## src/core_decode_pkg.sv

```systemverilog
// --------------------
// Shared widths, opcodes and reset address for the decode stage
// Instruction kind and immediate format enums
// Packed control structs and the decoded stage 2 bundle
// --------------------

package core_decode_pkg;

    // --------------------
    // Widths and addresses

    localparam int XLEN          = 32;                // Data and PC width
    localparam int REG_ADDR_W    = 5;                 // Register address width
    localparam int INSTR_W       = 32;                // Base instruction width
    localparam int OPC_W         = 7;                 // Major opcode width
    localparam logic [XLEN-1:0] PC_RESET_ADDR = 32'h1000_0000;
    localparam logic [XLEN-1:0] INSTR_BYTES   = 32'd4; // PC step per eat

    // --------------------
    // Major opcodes

    localparam logic [OPC_W-1:0] OPC_LUI    = 7'b0110111;
    localparam logic [OPC_W-1:0] OPC_AUIPC  = 7'b0010111;
    localparam logic [OPC_W-1:0] OPC_JAL    = 7'b1101111;
    localparam logic [OPC_W-1:0] OPC_JALR   = 7'b1100111;
    localparam logic [OPC_W-1:0] OPC_BRANCH = 7'b1100011;
    localparam logic [OPC_W-1:0] OPC_LOAD   = 7'b0000011;
    localparam logic [OPC_W-1:0] OPC_STORE  = 7'b0100011;
    localparam logic [OPC_W-1:0] OPC_OP_IMM = 7'b0010011;
    localparam logic [OPC_W-1:0] OPC_OP     = 7'b0110011;

    localparam logic [6:0] F7_BASE = 7'b0000000;      // Normal funct7
    localparam logic [6:0] F7_ALT  = 7'b0100000;      // SUB and SRA/SRAI

    // --------------------
    // Decode enums

    typedef enum logic [3:0] {
        KIND_LUI,
        KIND_AUIPC,
        KIND_JAL,
        KIND_JALR,
        KIND_BRANCH,
        KIND_LOAD,
        KIND_STORE,
        KIND_OP_IMM,
        KIND_OP,
        KIND_INVALID
    } instr_kind_t;

    typedef enum logic [2:0] {
        IMM_NONE,
        IMM_I,
        IMM_SHAMT,                                    // Zero-extended shift amount
        IMM_S,
        IMM_B,
        IMM_U,
        IMM_J
    } imm_fmt_t;

    // --------------------
    // Unit controls

    typedef struct packed {
        logic add;
        logic sub;
        logic and_op;
        logic or_op;
        logic xor_op;
        logic sll;
        logic srl;
        logic sra;
        logic slt;
        logic sltu;
    } alu_ctrl_t;

    typedef struct packed {
        logic beq;
        logic bne;
        logic blt;
        logic bge;
        logic bltu;
        logic bgeu;
        logic jal;
        logic jalr;
    } cfu_ctrl_t;

    typedef struct packed {
        logic load;
        logic store;
        logic byte_acc;
        logic half;
        logic word;
        logic sext;                                   // Sign extend loaded value
    } lsu_ctrl_t;

    typedef struct packed {
        logic alu;
        logic lsu;
        logic npc;                                    // Link address
    } wb_ctrl_t;

    typedef struct packed {
        alu_ctrl_t alu;
        cfu_ctrl_t cfu;
        lsu_ctrl_t lsu;
        wb_ctrl_t  wb;
    } uop_t;

    // Everything execute needs for one instruction
    typedef struct packed {
        logic [REG_ADDR_W-1:0] rs1_addr;
        logic [REG_ADDR_W-1:0] rs2_addr;
        logic [REG_ADDR_W-1:0] rd;
        logic [XLEN-1:0]       rs1_data;
        logic [XLEN-1:0]       rs2_data;
        logic [XLEN-1:0]       imm;
        logic [XLEN-1:0]       pc;
        logic [XLEN-1:0]       npc;
        logic [XLEN-1:0]       alu_lhs;
        logic [XLEN-1:0]       alu_rhs;
        logic [INSTR_W-1:0]    instr;
        logic                  trap;
        uop_t                  uop;
    } s2_decoded_t;

endpackage

```

## src/core_instr_match.sv

```systemverilog
// --------------------
// Instruction classifier for the 32-bit base integer set
// Legal encoding check, immediate format select, register fields
// --------------------

`timescale 1ns/1ps

module core_instr_match import core_decode_pkg::*; (
    input  logic [INSTR_W-1:0]    instr_i,            // Instruction word
    output instr_kind_t           kind_o,             // Instruction class
    output imm_fmt_t              imm_fmt_o,          // Immediate layout
    output logic [REG_ADDR_W-1:0] rs1_addr_o,
    output logic [REG_ADDR_W-1:0] rs2_addr_o,
    output logic [REG_ADDR_W-1:0] rd_o,
    output logic                  trap_o              // Unrecognised word
);

    logic [OPC_W-1:0] opcode;
    logic [2:0]       funct3;
    logic [6:0]       funct7;
    logic             shift_op;
    logic             op_imm_ok;
    logic             op_ok;

    assign opcode = instr_i[6:0];
    assign funct3 = instr_i[14:12];
    assign funct7 = instr_i[31:25];

    // --------------------
    // Function field legality

    assign shift_op  = (funct3[1:0] == 2'b01);        // SLLI, SRLI, SRAI

    assign op_imm_ok = !shift_op                                             ||
                       (funct7 == F7_BASE)                                   ||
                       (funct7 == F7_ALT && funct3 == 3'b101);

    assign op_ok     = (funct7 == F7_BASE)                                   ||
                       (funct7 == F7_ALT && (funct3 == 3'b000 || funct3 == 3'b101));

    // --------------------
    // Kind and immediate format

    always_comb begin
        kind_o    = KIND_INVALID;
        imm_fmt_o = IMM_NONE;
        case (opcode)
            OPC_LUI: begin
                kind_o    = KIND_LUI;
                imm_fmt_o = IMM_U;
            end
            OPC_AUIPC: begin
                kind_o    = KIND_AUIPC;
                imm_fmt_o = IMM_U;
            end
            OPC_JAL: begin
                kind_o    = KIND_JAL;
                imm_fmt_o = IMM_J;
            end
            OPC_JALR: begin
                if (funct3 == 3'b000) begin
                    kind_o    = KIND_JALR;
                    imm_fmt_o = IMM_I;
                end
            end
            OPC_BRANCH: begin
                if (funct3[2:1] != 2'b01) begin       // 010 and 011 unused
                    kind_o    = KIND_BRANCH;
                    imm_fmt_o = IMM_B;
                end
            end
            OPC_LOAD: begin
                if (funct3 != 3'b011 && funct3[2:1] != 2'b11) begin
                    kind_o    = KIND_LOAD;
                    imm_fmt_o = IMM_I;
                end
            end
            OPC_STORE: begin
                if (funct3 < 3'b011) begin            // SB, SH, SW
                    kind_o    = KIND_STORE;
                    imm_fmt_o = IMM_S;
                end
            end
            OPC_OP_IMM: begin
                if (op_imm_ok) begin
                    kind_o    = KIND_OP_IMM;
                    imm_fmt_o = shift_op ? IMM_SHAMT : IMM_I;
                end
            end
            OPC_OP: begin
                if (op_ok) begin
                    kind_o = KIND_OP;
                end
            end
            default: begin
                kind_o = KIND_INVALID;                // System, fence, unknown
            end
        endcase
    end

    // --------------------
    // Register fields

    assign rs1_addr_o = instr_i[19:15];
    assign rs2_addr_o = instr_i[24:20];

    // No writeback for stores, branches or bad words
    assign rd_o = (kind_o == KIND_STORE || kind_o == KIND_BRANCH ||
                   kind_o == KIND_INVALID) ? '0 : instr_i[11:7];

    assign trap_o = (kind_o == KIND_INVALID);

endmodule

```

## src/core_imm_gen.sv

```systemverilog
// --------------------
// Immediate generator for I, shift, S, B, U and J layouts
// --------------------

`timescale 1ns/1ps

module core_imm_gen import core_decode_pkg::*; (
    input  logic [INSTR_W-1:0] instr_i,               // Instruction word
    input  imm_fmt_t           fmt_i,                 // Selected layout
    output logic [XLEN-1:0]    imm_o                  // Extended immediate
);

    logic sign;

    assign sign = instr_i[31];                        // Sign bit of every layout

    always_comb begin
        case (fmt_i)
            IMM_I: begin
                imm_o = {{(XLEN-12){sign}}, instr_i[31:20]};
            end
            IMM_SHAMT: begin
                imm_o = {{(XLEN-5){1'b0}}, instr_i[24:20]};
            end
            IMM_S: begin
                imm_o = {{(XLEN-12){sign}}, instr_i[31:25], instr_i[11:7]};
            end
            IMM_B: begin
                // Branch offset, bit 0 always zero
                imm_o = {{(XLEN-13){sign}}, instr_i[31], instr_i[7],
                         instr_i[30:25], instr_i[11:8], 1'b0};
            end
            IMM_U: begin
                imm_o = {instr_i[31:12], 12'b0};      // Upper 20 bits
            end
            IMM_J: begin
                imm_o = {{(XLEN-21){sign}}, instr_i[31], instr_i[19:12],
                         instr_i[20], instr_i[30:21], 1'b0};
            end
            default: begin
                imm_o = '0;                           // IMM_NONE
            end
        endcase
    end

endmodule

```

## src/core_uop_decode.sv

```systemverilog
// --------------------
// Micro-op decoder
// ALU, control flow, load/store and writeback controls from kind and funct
// --------------------

`timescale 1ns/1ps

module core_uop_decode import core_decode_pkg::*; (
    input  logic [INSTR_W-1:0] instr_i,               // Instruction word
    input  instr_kind_t        kind_i,                // Class from the matcher
    output uop_t               uop_o                  // One-hot unit controls
);

    logic [2:0] funct3;
    logic       alt;                                  // funct7 bit 5

    assign funct3 = instr_i[14:12];
    assign alt    = instr_i[30];

    always_comb begin
        uop_o = '0;
        case (kind_i)
            KIND_LUI: begin
                uop_o.alu.or_op = 1'b1;               // Zero OR immediate
                uop_o.wb.alu    = 1'b1;
            end
            KIND_AUIPC: begin
                uop_o.alu.add = 1'b1;                 // PC plus immediate
                uop_o.wb.alu  = 1'b1;
            end
            KIND_JAL: begin
                uop_o.cfu.jal = 1'b1;
                uop_o.wb.npc  = 1'b1;
            end
            KIND_JALR: begin
                uop_o.cfu.jalr = 1'b1;
                uop_o.wb.npc   = 1'b1;
            end
            KIND_BRANCH: begin
                uop_o.alu.sub = 1'b1;                 // Compare by subtract
                case (funct3)
                    3'b000:  uop_o.cfu.beq  = 1'b1;
                    3'b001:  uop_o.cfu.bne  = 1'b1;
                    3'b100:  uop_o.cfu.blt  = 1'b1;
                    3'b101:  uop_o.cfu.bge  = 1'b1;
                    3'b110:  uop_o.cfu.bltu = 1'b1;
                    default: uop_o.cfu.bgeu = 1'b1;
                endcase
            end
            KIND_LOAD, KIND_STORE: begin
                uop_o.lsu.load     = (kind_i == KIND_LOAD);
                uop_o.lsu.store    = (kind_i == KIND_STORE);
                uop_o.lsu.byte_acc = (funct3[1:0] == 2'b00);
                uop_o.lsu.half     = (funct3[1:0] == 2'b01);
                uop_o.lsu.word     = (funct3[1:0] == 2'b10);
                // LB, LH, LW sign extend; LBU, LHU do not
                uop_o.lsu.sext     = (kind_i == KIND_LOAD) && !funct3[2];
                uop_o.wb.lsu       = (kind_i == KIND_LOAD);
            end
            KIND_OP_IMM, KIND_OP: begin
                uop_o.wb.alu = 1'b1;
                case (funct3)
                    3'b000: begin
                        // SUB exists only in the register form
                        if (kind_i == KIND_OP && alt) begin
                            uop_o.alu.sub = 1'b1;
                        end else begin
                            uop_o.alu.add = 1'b1;
                        end
                    end
                    3'b001:  uop_o.alu.sll    = 1'b1;
                    3'b010:  uop_o.alu.slt    = 1'b1;
                    3'b011:  uop_o.alu.sltu   = 1'b1;
                    3'b100:  uop_o.alu.xor_op = 1'b1;
                    3'b101: begin
                        uop_o.alu.sra = alt;          // Arithmetic shift
                        uop_o.alu.srl = !alt;
                    end
                    3'b110:  uop_o.alu.or_op  = 1'b1;
                    default: uop_o.alu.and_op = 1'b1;
                endcase
            end
            default: begin
                uop_o = '0;                           // Invalid, no unit acts
            end
        endcase
    end

endmodule

```

## src/core_pc_track.sv

```systemverilog
// --------------------
// Program counter register
// Redirect over eat priority, next PC adder
// --------------------

`timescale 1ns/1ps

module core_pc_track import core_decode_pkg::*; (
    input  logic            g_clk,
    input  logic            g_resetn,
    input  logic            eat_i,                    // Instruction consumed
    input  logic            cf_valid_i,               // Redirect requested
    input  logic            cf_ack_i,                 // Redirect accepted
    input  logic [XLEN-1:0] cf_target_i,              // Redirect destination
    output logic [XLEN-1:0] pc_o,
    output logic [XLEN-1:0] npc_o
);

    logic [XLEN-1:0] pc_q;
    logic            cf_change;

    assign cf_change = cf_valid_i && cf_ack_i;
    assign npc_o     = pc_q + INSTR_BYTES;
    assign pc_o      = pc_q;

    always_ff @(posedge g_clk) begin
        if (!g_resetn) begin
            pc_q <= PC_RESET_ADDR;
        end else if (cf_change) begin
            pc_q <= cf_target_i;                      // Redirect wins
        end else if (eat_i) begin
            pc_q <= npc_o;
        end
    end

endmodule

```

## src/core_pipe_decode.sv

```systemverilog
// --------------------
// Decode and operand gather stage, top level
// Stage handshake, ALU operand select, stage 2 bundle assembly
// --------------------

`timescale 1ns/1ps

module core_pipe_decode import core_decode_pkg::*; (
    input  logic                  g_clk,
    input  logic                  g_resetn,
    input  logic                  s1_valid_i,         // Fetch has a word
    input  logic [INSTR_W-1:0]    s1_instr_i,
    output logic                  s1_eat_o,           // Word consumed
    input  logic                  cf_valid_i,
    input  logic                  cf_ack_i,
    input  logic [XLEN-1:0]       cf_target_i,
    output logic [REG_ADDR_W-1:0] s1_rs1_addr_o,      // Register file reads
    input  logic [XLEN-1:0]       s1_rs1_data_i,
    output logic [REG_ADDR_W-1:0] s1_rs2_addr_o,
    input  logic [XLEN-1:0]       s1_rs2_data_i,
    input  logic                  s2_ready_i,         // Execute can accept
    output logic                  s2_valid_o,
    output s2_decoded_t           s2_o
);

    instr_kind_t           kind;
    imm_fmt_t              imm_fmt;
    logic [REG_ADDR_W-1:0] rd;
    logic                  trap;
    logic [XLEN-1:0]       imm;
    uop_t                  uop;
    logic [XLEN-1:0]       pc;
    logic [XLEN-1:0]       npc;
    logic [XLEN-1:0]       alu_lhs;
    logic [XLEN-1:0]       alu_rhs;
    logic                  rhs_imm;

    // --------------------
    // Stage progression

    assign s1_eat_o   = s1_valid_i && s2_ready_i;
    assign s2_valid_o = s1_valid_i;

    // --------------------
    // Decode units

    core_instr_match u_match (
        .instr_i    (s1_instr_i),
        .kind_o     (kind),
        .imm_fmt_o  (imm_fmt),
        .rs1_addr_o (s1_rs1_addr_o),
        .rs2_addr_o (s1_rs2_addr_o),
        .rd_o       (rd),
        .trap_o     (trap)
    );

    core_imm_gen u_imm (
        .instr_i (s1_instr_i),
        .fmt_i   (imm_fmt),
        .imm_o   (imm)
    );

    core_uop_decode u_uop (
        .instr_i (s1_instr_i),
        .kind_i  (kind),
        .uop_o   (uop)
    );

    core_pc_track u_pc (
        .g_clk       (g_clk),
        .g_resetn    (g_resetn),
        .eat_i       (s1_eat_o),
        .cf_valid_i  (cf_valid_i),
        .cf_ack_i    (cf_ack_i),
        .cf_target_i (cf_target_i),
        .pc_o        (pc),
        .npc_o       (npc)
    );

    // --------------------
    // Operand select

    assign rhs_imm = (kind == KIND_OP_IMM) || (kind == KIND_LOAD)  ||
                     (kind == KIND_STORE)  || (kind == KIND_LUI)   ||
                     (kind == KIND_AUIPC);

    assign alu_lhs = (kind == KIND_AUIPC) ? pc           :
                     (kind == KIND_LUI)   ? {XLEN{1'b0}} :
                                            s1_rs1_data_i;

    assign alu_rhs = rhs_imm ? imm : s1_rs2_data_i;

    always_comb begin
        s2_o          = '0;
        s2_o.rs1_addr = s1_rs1_addr_o;
        s2_o.rs2_addr = s1_rs2_addr_o;
        s2_o.rd       = rd;
        s2_o.rs1_data = s1_rs1_data_i;
        s2_o.rs2_data = s1_rs2_data_i;
        s2_o.imm      = imm;
        s2_o.pc       = pc;
        s2_o.npc      = npc;
        s2_o.alu_lhs  = alu_lhs;
        s2_o.alu_rhs  = alu_rhs;
        s2_o.instr    = s1_instr_i;
        s2_o.trap     = trap;
        s2_o.uop      = uop;
    end

endmodule

```

## config.mk

```make
export PLATFORM = sky130hd
export DESIGN_NAME = core_pipe_decode
export DESIGN_NICKNAME = d
export VERILOG_FILES = /design/src/core_decode_pkg.sv /design/src/core_instr_match.sv /design/src/core_imm_gen.sv /design/src/core_uop_decode.sv /design/src/core_pc_track.sv /design/src/core_pipe_decode.sv
export SDC_FILE = /design/constraint.sdc
export NUM_CORES = 1
export LEC_CHECK = 0
export BUFFER_PORTS_ARGS = -buffer_cell sky130_fd_sc_hd__buf_2
export CAP_MARGIN = 20
export CELL_PAD_IN_SITES_DETAIL_PLACEMENT = 0
export CELL_PAD_IN_SITES_GLOBAL_PLACEMENT = 1
export CORE_AREA = 2 2 172 174
export DETAILED_ROUTE_END_ITERATION = 8
export DIE_AREA = 0 0 174 176
export PLACE_DENSITY = 0.67
export REMOVE_ABC_BUFFERS = 1
export SLEW_MARGIN = 10
export SYNTH_ARGS = -nofsm -noshare
export SYNTH_HDL_FRONTEND = slang
export SYNTH_SLANG_ARGS = --single-unit
```

## constraint.sdc

```tcl
create_clock -name g_clk -period 2.1 [get_ports g_clk]
set_input_delay 0.21 -clock g_clk [delete_from_list [all_inputs] [get_ports g_clk]]
set_output_delay 0.21 -clock g_clk [all_outputs]
set_load 0.03 [all_outputs]
```

; ---- Word level (Yosys, flattened, before mapping)
; Index checks and enable logic that the tools add are counted.
[totals]
ff_bits = 32
mem_count = 0
mem_bits_rw = 0
elab_cells = 117
input_bits = 134
out_inout_bits = 311
romBits = 0
latch_bits = 0
[op_classes]
n_reduce_logical = 32
shift = 0
add_sub_neg = 1
order_cmp = 1
div = 0
multipliers = 0
n_eq_ne = 36
muxes = 46
bitwise_logic = 0
[op_table]
columns = cell, n
row1 = 32-bit case mux with 6 select lines, 1
row2 = 32-bit 2-to-1 mux, 5
row3 = 4-bit case mux with 9 select lines, 1
row4 = "32-bit by 3-bit adder with 32-bit output, second input constant", 1
row5 = "7-bit by 6-bit == test with 1-bit output, second input constant", 4
row6 = "7-bit == test, second input constant", 3
row7 = 3-bit case mux with 7 select lines, 1
row8 = 1-bit 2-to-1 mux, 20
row9 = 4-bit 2-to-1 mux, 5
row10 = "3-bit == test, second input constant", 6
row11 = 6-bit 2-to-1 mux, 3
row12 = "4-bit by 3-bit == test with 1-bit output, second input constant", 4
row13 = "7-bit by 5-bit == test with 1-bit output, second input constant", 2
row14 = "3-bit by 2-bit == test with 1-bit output, second input constant", 4
row15 = 1-bit logical OR, 10
row16 = "4-bit by 2-bit == test with 1-bit output, second input constant", 2
row17 = "4-bit == test, second input constant", 2
row18 = 2-bit 2-to-1 mux, 4
row19 = 2-bit OR reduction, 4
row20 = "7-bit by 2-bit == test with 1-bit output, second input constant", 1
row21 = 1-bit logical AND, 7
row22 = 7-bit logical NOT, 1
row23 = 7-bit OR reduction, 1
row24 = "3-bit by 1-bit == test with 1-bit output, second input constant", 2
row25 = 17 further kinds, 22

; ---- Depth between registers and ports, before layout
; Gate-level depths: netlist (run 1).
[logic_depth]
ltp_word = 12
ltp_mapped = 9
depth_no_buf = 7

; ---- Modules after synthesis
; A second synthesis (run 1) with hierarchy kept.
[hier_totals]
cells_unflattened = 1022
hier_area_um2 = 7008.0
[modules_own_cells]
columns = mod, seq_area_each_um2, cells_per_inst, instances, area_each_um2
row1 = core_pipe_decode, 0.0, 480, 1, 2909.0
row2 = core_pc_track, 640.6, 299, 1, 2334.7
row3 = core_imm_gen, 0.0, 94, 1, 734.5
row4 = core_instr_match, 0.0, 94, 1, 680.7
row5 = core_uop_decode, 0.0, 55, 1, 349.1

; ---- Worst setup path before layout (run 1)
; OpenSTA, ideal clock, no wires.
[synth_path]
path_type = input-to-output
startpoint = input s1_instr_i[2]
endpoint = output s2_o[20] (netlist bit)
stages = 7
required_time_ps = 1890
n_path_buf = 1
arrival_time_ps = 2705
path_slack_ps = -815
path_cell_list = nand4bb_1 buf_2 or3_4 o311ai_4 xnor2_1 a31oi_4 nor4b_1
[synth_lines]
columns = item, line
row1 = from (decl), core_pipe_decode.sv:12  ; input logic [INSTR_W-1:0] s1_instr_i,
row2 = to (decl), core_pipe_decode.sv:23  ; output s2_decoded_t s2_o

==> out/metrics.sh, run 1 <==
ROUTABILITYCONGESTION=0.913
CORE_AREA_UM2=28500
NUMBER_OF_ANTENNA_VIOLATIONS_AT_THE_FIRST_CHECK_IN_GLOBAL_ROUTING=5
CLK_PIN_SLEW_WORST_PATHS_NS=0.06
LATER_PIN_CLOCK_LATENCY_IN_THE_SKEW_REPORT_NS=0.28
SYNTH_CELLS=752
WORST_SETUP_PATH_END_KIND='output port'
ANTENNA_LEFT=0
METAL2_WL_UM=16100
GRT_PASS1_WL_UM=43900
CRITICAL_PATH.MAX_STAGE_DELAY_NS=0.40
POST-ROUTE-CELL-AREA_UM2=9760
LAYOUT.CORE_UTILIZATION_PCT=34.2
MIN_FROM='cf_target_i[0]'
RUN_STATUS='finished with violations'
POST_DP_CELL_AREA_UM2=7780
DRT_DRC_VIOLATIONS_LEFT=0
WIDTH_OF_THE_DIE_UM=174
CTS_MADE_BUFFERS=5
TOP_COUNT_CELL_POST_SYNTH='sky130_fd_sc_hd__nand2_1'
TOTAL_HALF_PERIMETER_WIRELENGTH_AFTER_LEGALIZATION_AND_DETAILED_PLACEMENT_UM=25500
DETAILED_ROUTING_WIRELENGTH_ON_MET1_UM=12300
FILL_CELLS=3097
YS_TOP_CELLS_BY_COUNT='127 x sky130_fd_sc_hd__nand2_1, 121 x sky130_fd_sc_hd__buf_4, 63 x sky130_fd_sc_hd__nor2_1, 47 x sky130_fd_sc_hd__o21ai_0, 37 x sky130_fd_sc_hd__clkbuf_1'
TOTALNEGATIVESETUPSLACK_NS=-21.29
CLK_ROOT_BUFFER_CELL='sky130_fd_sc_hd__clkbuf_16'
INITIAL_CELL_DENSITY_OF_THE_CORE_PCT=17.3
MET3ROUTEDLENGTH_UM=1990
NUM_IO_PINS=445
HOLDPATHSTAGES=3
GRT_PASS1_VIAS=6923
FINAL_NETS=1349
CRITICAL_PATH.TOP_DELAY_FAMILY='simple AND/OR/NAND/NOR gates'
DRT_WL_TOTAL_UM=31400
FIN_CELLS=1603
CP_DATA_ARRIVAL_TIME_NS=2.24
CORE.ROWCOUNT=62
POWER_PER_CELL_AREA_nW_PER_UM2=349
TIMING.SLEW.HEADROOM_PCT=44.2
CRIT_CHAIN='buf_6 > nand4bb_4 > or3_4 > buf_4 > a21o_1 > nand3_4 > clkbuf_16 > mux2_4 > buf_6'
LARGEST_REGISTER_FFS=32
PATH_COMMON_CELL='sky130_fd_sc_hd__buf_6'
FAILING_CHECKS='negative setup slack'
CRITICAL_PATH.SLOWEST_CELL='sky130_fd_sc_hd__or3_4'
GR-TOTAL-OVERFLOW=0
LARGEST_NET_DEGREE_AT_THE_START_OF_GLOBAL_ROUTING=38
YS_SEQ_AREA_SHARE_PCT=13.0
TIMING.CRITICAL_PATH.REQUIRED_NS=1.89
LAYOUT_SETUP_WS_NS=-0.353
FINALCLOCKSKEW_NS=0.00495
VIAS=7065
ROUTED_VIA_DENSITY=4.41
DR.MAX_LAYER_USED='met5'
TIMING.FMAX_MHz=408
REGTOREGSTARTPOINT='u_pc.pc_o[2]$_SDFFE_PN0P_'
SYNTH_ENABLE_FLOP_CELLS=0
LEAK_PWR_nW=4.92
NUMPORTBUFFERS=444
CRITICAL_PATH.REG2REG.ENDPOINT='u_pc.pc_o[15]$_SDFFE_PN0P_'
DESIGN_POWER_TOTAL_mW=3.41
WHS_NS=0.198
CTS-HOLD-FIX-BUFFERS=0
REG2REG_SLACK_NS=0.15
SETUP.WORST_PATH.START_CLASS='input port'
TOTAL_GLOBAL_ROUTE_TRACK_USAGE_PCT=18.9
HOLD_VIOL_FINAL=0
WORST-PATH-BUF-INV=4
CAP_VIOLATIONS=0
DIE_Y_UM=176
WORST_R2R_PATH_DEPTH=8
POST-PLACE-CELLS=1561
RSZ0062_AT_GRT='yes'
FIRSTDRTPASSITERS=4
YOSYSWARNINGCOUNT=0
TIGHTEST_SLEW_NS=0.836
DOMINANTREGCELLSYNTH='sky130_fd_sc_hd__dfxtp_1'
PERIOD_SHARE_PCT=117
FIRST_ITER_VIOLATIONS=290
SYNTH_CELL_TYPE_COUNT=58
FINALMAXSLEWVIOLATIONS=0
FRACTION_OF_REGISTERS_WITH_ASYNC_SET_RESET_PCT=0
CTSHTREEMAXLEVEL=2
HOLD_CLASS='in2reg'
CELLS_TAKING_THE_MOST_AREA_AFTER_SYNTHESIS='sky130_fd_sc_hd__buf_4 18%, sky130_fd_sc_hd__dfxtp_1 13%, sky130_fd_sc_hd__nand2_1 9.7%, sky130_fd_sc_hd__xnor2_1 5.9%, sky130_fd_sc_hd__nor2_1 4.8%'
DIE_AREA_UM2=30600
PEAKVDDDROP_mV=0.330
CRITICAL_SETUP_PATH_CLASS='in2out'
WORSTHOLDENDPOINT='u_pc.pc_o[0]$_SDFFE_PN0P_'
SYNTH_AREA_PER_CELL_UM2=6.56
FINAL-SETUP-VIOL-COUNT=90
CRITICAL_PATH.MAX_FANOUT=9
SHARE_OF_POST_ROUTE_CELLS_WITH_DRIVE_STRENGTH_ABOVE_1_PCT=64.1
TRITONCTS='built'
CLOCK_PATH_BUFFERS=2
AREA_GROWTH_SYN_TO_LAYOUT_PCT=97.9
POST_SYNTHESIS_CELL_AREA_UM2=4930
SYNTH.TOP_CELL.AREA_SHARE_PCT=18.4
AVGROUTEDWIREPERCELL_UM=19.6
FINAL.MIN_CLOCK_PERIOD_NS=2.45
POST-PLACE-WS_NS=-0.639
CTS.SINKS=32
YS_FF_LATCH=32
NETLIST.TOP_CELL.BY_AREA='sky130_fd_sc_hd__buf_4'
[routing by layer]
layer  vias up  track usage [%]
met4         2             7.32
met1      3323             21.9
met2       338             34.0
met5         -                0
li1       3354                -
met3        48             3.90
[cell type report]
cell class / count / area [um2] / area share (%)
Sequential cell: 32 / 661 / 6.77
Clock buffer: 7 / 143 / 1.46
Antenna cell: 4 / 10.0 / 0.103
Multi-Input combinational cell: 535 / 3970 / 40.7
Clock inverter: 1 / 7.51 / 0.0769
Timing Repair Buffer: 622 / 4420 / 45.3
Inverter: 18 / 67.6 / 0.692
Tap cell: 384 / 480 / 4.92
[cell families after synthesis]
| kind of cell | synth area share (%) |
|---|---|
| adder cells (fa/ha/maj) | 0.254 |
| XOR/XNOR | 10.1 |
| buffers and inverters | 23.5 |
| AO/OA/AOI/OAI | 17.5 |
| multiplexers | 1.83 |
| AND/OR/NAND/NOR | 33.8 |
| flip-flops | 13.0 |
[placed cells by master, fill, tap and decap left out, types with 13 or more instances in the layout]
cell type / n
sky130_fd_sc_hd__xor2_1: 20
sky130_fd_sc_hd__a21oi_1: 17
sky130_fd_sc_hd__buf_2: 343
sky130_fd_sc_hd__xnor2_1: 23
sky130_fd_sc_hd__dfxtp_1: 22
sky130_fd_sc_hd__nor3_1: 13
sky130_fd_sc_hd__nor2_1: 54
sky130_fd_sc_hd__a31oi_1: 13
sky130_fd_sc_hd__nand2_1: 97
sky130_fd_sc_hd__inv_1: 17
sky130_fd_sc_hd__buf_4: 164
sky130_fd_sc_hd__nand2_4: 20
sky130_fd_sc_hd__buf_6: 94
sky130_fd_sc_hd__o21ai_0: 39
sky130_fd_sc_hd__nand2b_1: 27
sky130_fd_sc_hd__nand3_1: 17
sky130_fd_sc_hd__a211oi_1: 14
[worst min-delay path, stage by stage]
cell	delay, ns
sky130_fd_sc_hd__buf_2	0.10
sky130_fd_sc_hd__nand3_1	0.07
sky130_fd_sc_hd__a21oi_1	0.05
[how the worst max path moves through the flow]
stage | slack [ns] | to | start | cells after the start
finish | -0.35 | s2_o[70] | s1_instr_i[2] | 9
CTS | -0.31 | s2_o[63] | s1_instr_i[2] | 8
detailed placement | -0.64 | s2_o[91] | s1_instr_i[2] | 8
global placement | -0.63 | s2_o[91] | s1_instr_i[2] | 8
global route | -0.40 | s2_o[77] | s1_instr_i[2] | 11
floorplan | -2.27 | s2_o[61] | s1_instr_i[2] | 5
[where the power goes]
| part | internal, mW | switching (mW) | leakage, nW | total (mW) |
|---|---|---|---|---|
| Sequential | 0.650 | 0.0510 | 0.268 | 0.701 |
| Clock | 0.472 | 0.285 | 0.0702 | 0.758 |
| Combinational | 0.705 | 1.24 | 4.58 | 1.95 |
| Total | 1.83 | 1.58 | 4.92 | 3.41 |
[what timing repair did]
action,in CTS,in global routing
pin swaps,40,27
buffers inserted,13,15
gates resized for setup,280,111
gates cloned,2,4
setup endpoints to repair,110,109
Power figures use the tool's default switching activity.
==> inputs of run 2 (changes only) <==
--- a/config.mk
+++ b/config.mk
@@ -9,12 +9,13 @@
 export CAP_MARGIN = 20
 export CELL_PAD_IN_SITES_DETAIL_PLACEMENT = 0
 export CELL_PAD_IN_SITES_GLOBAL_PLACEMENT = 1
-export CORE_AREA = 2 2 172 174
+export CORE_AREA = 2 2 173 175
 export DETAILED_ROUTE_END_ITERATION = 8
-export DIE_AREA = 0 0 174 176
-export PLACE_DENSITY = 0.67
+export DIE_AREA = 0 0 175 177
+export PLACE_DENSITY = 0.64
 export REMOVE_ABC_BUFFERS = 1
 export SLEW_MARGIN = 10
 export SYNTH_ARGS = -nofsm -noshare
 export SYNTH_HDL_FRONTEND = slang
 export SYNTH_SLANG_ARGS = --single-unit
+export TNS_END_PERCENT = 1
==> constraint.sdc (replaced) <==
create_clock -name g_clk -period 2.9 [get_ports g_clk]
set_input_delay 0.29 -clock g_clk [delete_from_list [all_inputs] [get_ports g_clk]]
set_output_delay 0.29 -clock g_clk [all_outputs]
set_load 0.03 [all_outputs]
==> out/metrics.sh, run 2 (same netlist as run 1, synthesis figures left out) <==
TOTAL_GLOBAL_ROUTE_TRACK_USAGE_PCT=16.7
FIRST_ITER_VIOLATIONS=337
FINAL_NETS=1224
NUM_IO_PINS=445
CRITICAL_SETUP_PATH_CLASS='in2out'
LAYOUT.AREA.SEQ_UM2=642
FIN_CELLS=1482
HOLD_VIOL_FINAL=0
CTSHTREEMAXLEVEL=2
REG2REG_SLACK_NS=0.67
SHARE_COMB_OF_TOTAL_POWER_PCT=51.9
HOLDPATHSTAGES=3
DIE_Y_UM=177
POWER_PER_CELL_AREA_nW_PER_UM2=308
GRT_PASS1_VIAS=6095
CRITICAL_PATH.MAX_FANOUT=7
FINAL.MIN_CLOCK_PERIOD_NS=2.80
WORST_SETUP_PATH_END_KIND='output port'
TIMING.SLEW.HEADROOM_PCT=40.1
DIE_AREA_UM2=31000
REG_POWER_SHARE_PCT=23.7
CRITICAL_PATH.REG2REG.ENDPOINT='u_pc.pc_o[13]$_SDFFE_PN0P_'
FINAL_COMMON_CELL='sky130_fd_sc_hd__buf_2'
NUMBER_OF_ANTENNA_VIOLATIONS_AT_THE_FIRST_CHECK_IN_GLOBAL_ROUTING=2
CRIT_CHAIN='buf_2 > nand2b_1 > or3_4 > o311ai_4 > xnor2_1 > a31oi_4 > nor4b_2 > buf_2'
PERIOD_SHARE_PCT=96.6
WIDTH_OF_THE_DIE_UM=175
TIMING.FMAX_MHz=357
CLK_ROOT_BUFFER_CELL='sky130_fd_sc_hd__clkbuf_16'
GR-TOTAL-OVERFLOW=0
SHARE_OF_POST_ROUTE_CELLS_WITH_DRIVE_STRENGTH_ABOVE_1_PCT=49.3
ANTENNA_LEFT=0
DESIGN_POWER_TOTAL_mW=2.20
WORST_R2R_PATH_DEPTH=7
REGTOREGSTARTPOINT='u_pc.pc_o[5]$_SDFFE_PN0P_'
INITIAL_CELL_DENSITY_OF_THE_CORE_PCT=16.9
LARGEST_NET_DEGREE_AT_THE_START_OF_GLOBAL_ROUTING=58
FINALMAXSLEWVIOLATIONS=0
HOLD_CLASS='in2reg'
DRT_WL_TOTAL_UM=27600
TRITONCTS='built'
LAYOUT.CORE_UTILIZATION_PCT=24.4
FILL_CELLS=3368
ROUTABILITYCONGESTION=0.909
POST_DP_CELL_AREA_UM2=6980
CLOCK_PATH_BUFFERS=2
MULTI_INPUT_COMB_AREA_UM2=3170
RUN_STATUS='finished, final reports clean'
FINALCLOCKSKEW_NS=0.00675
CAP_VIOLATIONS=0
DRT_DRC_VIOLATIONS_LEFT=0
AVGROUTEDWIREPERCELL_UM=18.6
POWER.NET_SWITCHING_mW=1.07
SWSHARE_PCT=48.7
SETUP.WORST_PATH.START_CLASS='input port'
CP_DATA_ARRIVAL_TIME_NS=2.51
ROUTED_VIA_DENSITY=4.29
CORE.ROWCOUNT=63
CRITICAL_PATH.MAX_STAGE_DELAY_NS=0.43
MIN_FROM='cf_target_i[31]'
LEAK_PWR_nW=3.80
RSZ0062_AT_GRT='yes'
GRT_PASS1_WL_UM=39100
AREA_GROWTH_SYN_TO_LAYOUT_PCT=45.0
FINAL-SETUP-VIOL-COUNT=0
POST-ROUTE-CELL-AREA_UM2=7150
CORE_AREA_UM2=29200
CLOCKPOWERSHARE_PCT=24.4
VIAS=6363
TIGHTEST_SLEW_NS=0.897
NUMPORTBUFFERS=444
CTS.SINKS=32
CRITICAL_PATH.SLOWEST_CELL='sky130_fd_sc_hd__or3_4'
CTS_MADE_BUFFERS=5
PATH_COMMON_CELL='sky130_fd_sc_hd__buf_2'
MOST-COMMON-LAYOUT-CELLS='443 x sky130_fd_sc_hd__buf_2, 126 x sky130_fd_sc_hd__nand2_1, 63 x sky130_fd_sc_hd__nor2_1'
CTS-HOLD-FIX-BUFFERS=0
INTERNAL_POWER_mW=1.13
LATER_PIN_CLOCK_LATENCY_IN_THE_SKEW_REPORT_NS=0.28
WORSTHOLDENDPOINT='u_pc.pc_o[31]$_SDFFE_PN0P_'
POST-PLACE-CELLS=1471
LARGEST_REGISTER_FFS=32
WHS_NS=0.291
FIRSTDRTPASSITERS=5
CLK_PIN_SLEW_WORST_PATHS_NS=0.06
TIMING.CRITICAL_PATH.REQUIRED_NS=2.61
TOTAL_HALF_PERIMETER_WIRELENGTH_AFTER_LEGALIZATION_AND_DETAILED_PLACEMENT_UM=23200
PEAKVDDDROP_mV=0.230
## run 2: cell count changes in the layout (fill, tap and decap cells not counted), moves of 9 or more
cell,change
sky130_fd_sc_hd__nand2_4,-20
sky130_fd_sc_hd__dfxtp_1,+9
sky130_fd_sc_hd__nand3_1,+10
sky130_fd_sc_hd__nor2_1,+9
sky130_fd_sc_hd__nand2_1,+29
sky130_fd_sc_hd__xnor2_1,+10
sky130_fd_sc_hd__buf_6,-94
sky130_fd_sc_hd__xnor2_2,-9
sky130_fd_sc_hd__buf_2,+100
sky130_fd_sc_hd__buf_4,-112
sky130_fd_sc_hd__buf_12,-11
## run 2: metal layers
metal,up-vias,global-route usage [%],part of all wire [%]
met5,-,0,0
met4,0,4.58,2.0
met3,25,3.61,7.3
met2,313,30.4,50
met1,2920,19.7,40
li1,3105,-,-
## run 2: final cells by class
| class | count | area share (%) |
|---|---|---|
| Multi-Input combinational cell | 535 | 44.3 |
| Timing Repair Buffer | 497 | 36.9 |
| Sequential cell | 32 | 8.98 |
| Tap cell | 390 | 6.83 |
| Clock buffer | 5 | 1.75 |
| Inverter | 18 | 0.945 |
| Clock inverter | 3 | 0.263 |
| Antenna cell | 2 | 0.0700 |
## run 2: metrics by stage
stage / setup WS [ns] / TNS [ns]
5_1_grt: -0.0160 / -0.0324
2_1_floorplan: -1.63 / -52.48
6_report: 0.0986 / 0
4_1_cts: 0.0175 / 0
3_5_place_dp: -0.0990 / -0.145
3_3_place_gp: -0.0937 / -0.179
## run 2: timing repair
| action | in CTS | in global routing |
|---|---|---|
| gates resized for setup | 2 | 3 |
| setup buffers | 0 | 1 |
| pin swaps | 0 | 1 |
| endpoints found under the hold margin | 0 | 0 |
| setup endpoints to repair | 2 | 9 |
## run 2: critical path: cells and delay by family
family          cells  cell delay (ns)
compound gates      2             0.51
xor+xnor            1             0.26
buf+inv             2             0.44
simple gates        3             1.01
## run 2: worst max-delay path by stage
| stage | depth (start not counted) | endpoint | start |
|---|---|---|---|
| 6_report | 8 | s2_o[20] | s1_instr_i[6] |
| 5_1_grt | 10 | s2_o[24] | s1_instr_i[25] |
| 4_1_cts | 6 | s2_o[149] | u_pc.pc_o[14]$_SDFFE_PN0P_ |
| 3_5_place_dp | 9 | s2_o[20] | s1_instr_i[25] |
| 3_3_place_gp | 9 | s2_o[20] | s1_instr_i[25] |
| 2_1_floorplan | 5 | s2_o[61] | s1_instr_i[2] |
## run 2: power by group through the flow
stage	sequential (mW)	combinational, mW	clock [mW]
6_report	0.521	1.14	0.536
5_1_grt	0.529	1.22	0.573
4_1_cts	0.523	1.16	0.558
3_5_place_dp	0.532	1.15	0
3_3_place_gp	0.532	1.15	0
2_1_floorplan	0.585	0.413	0
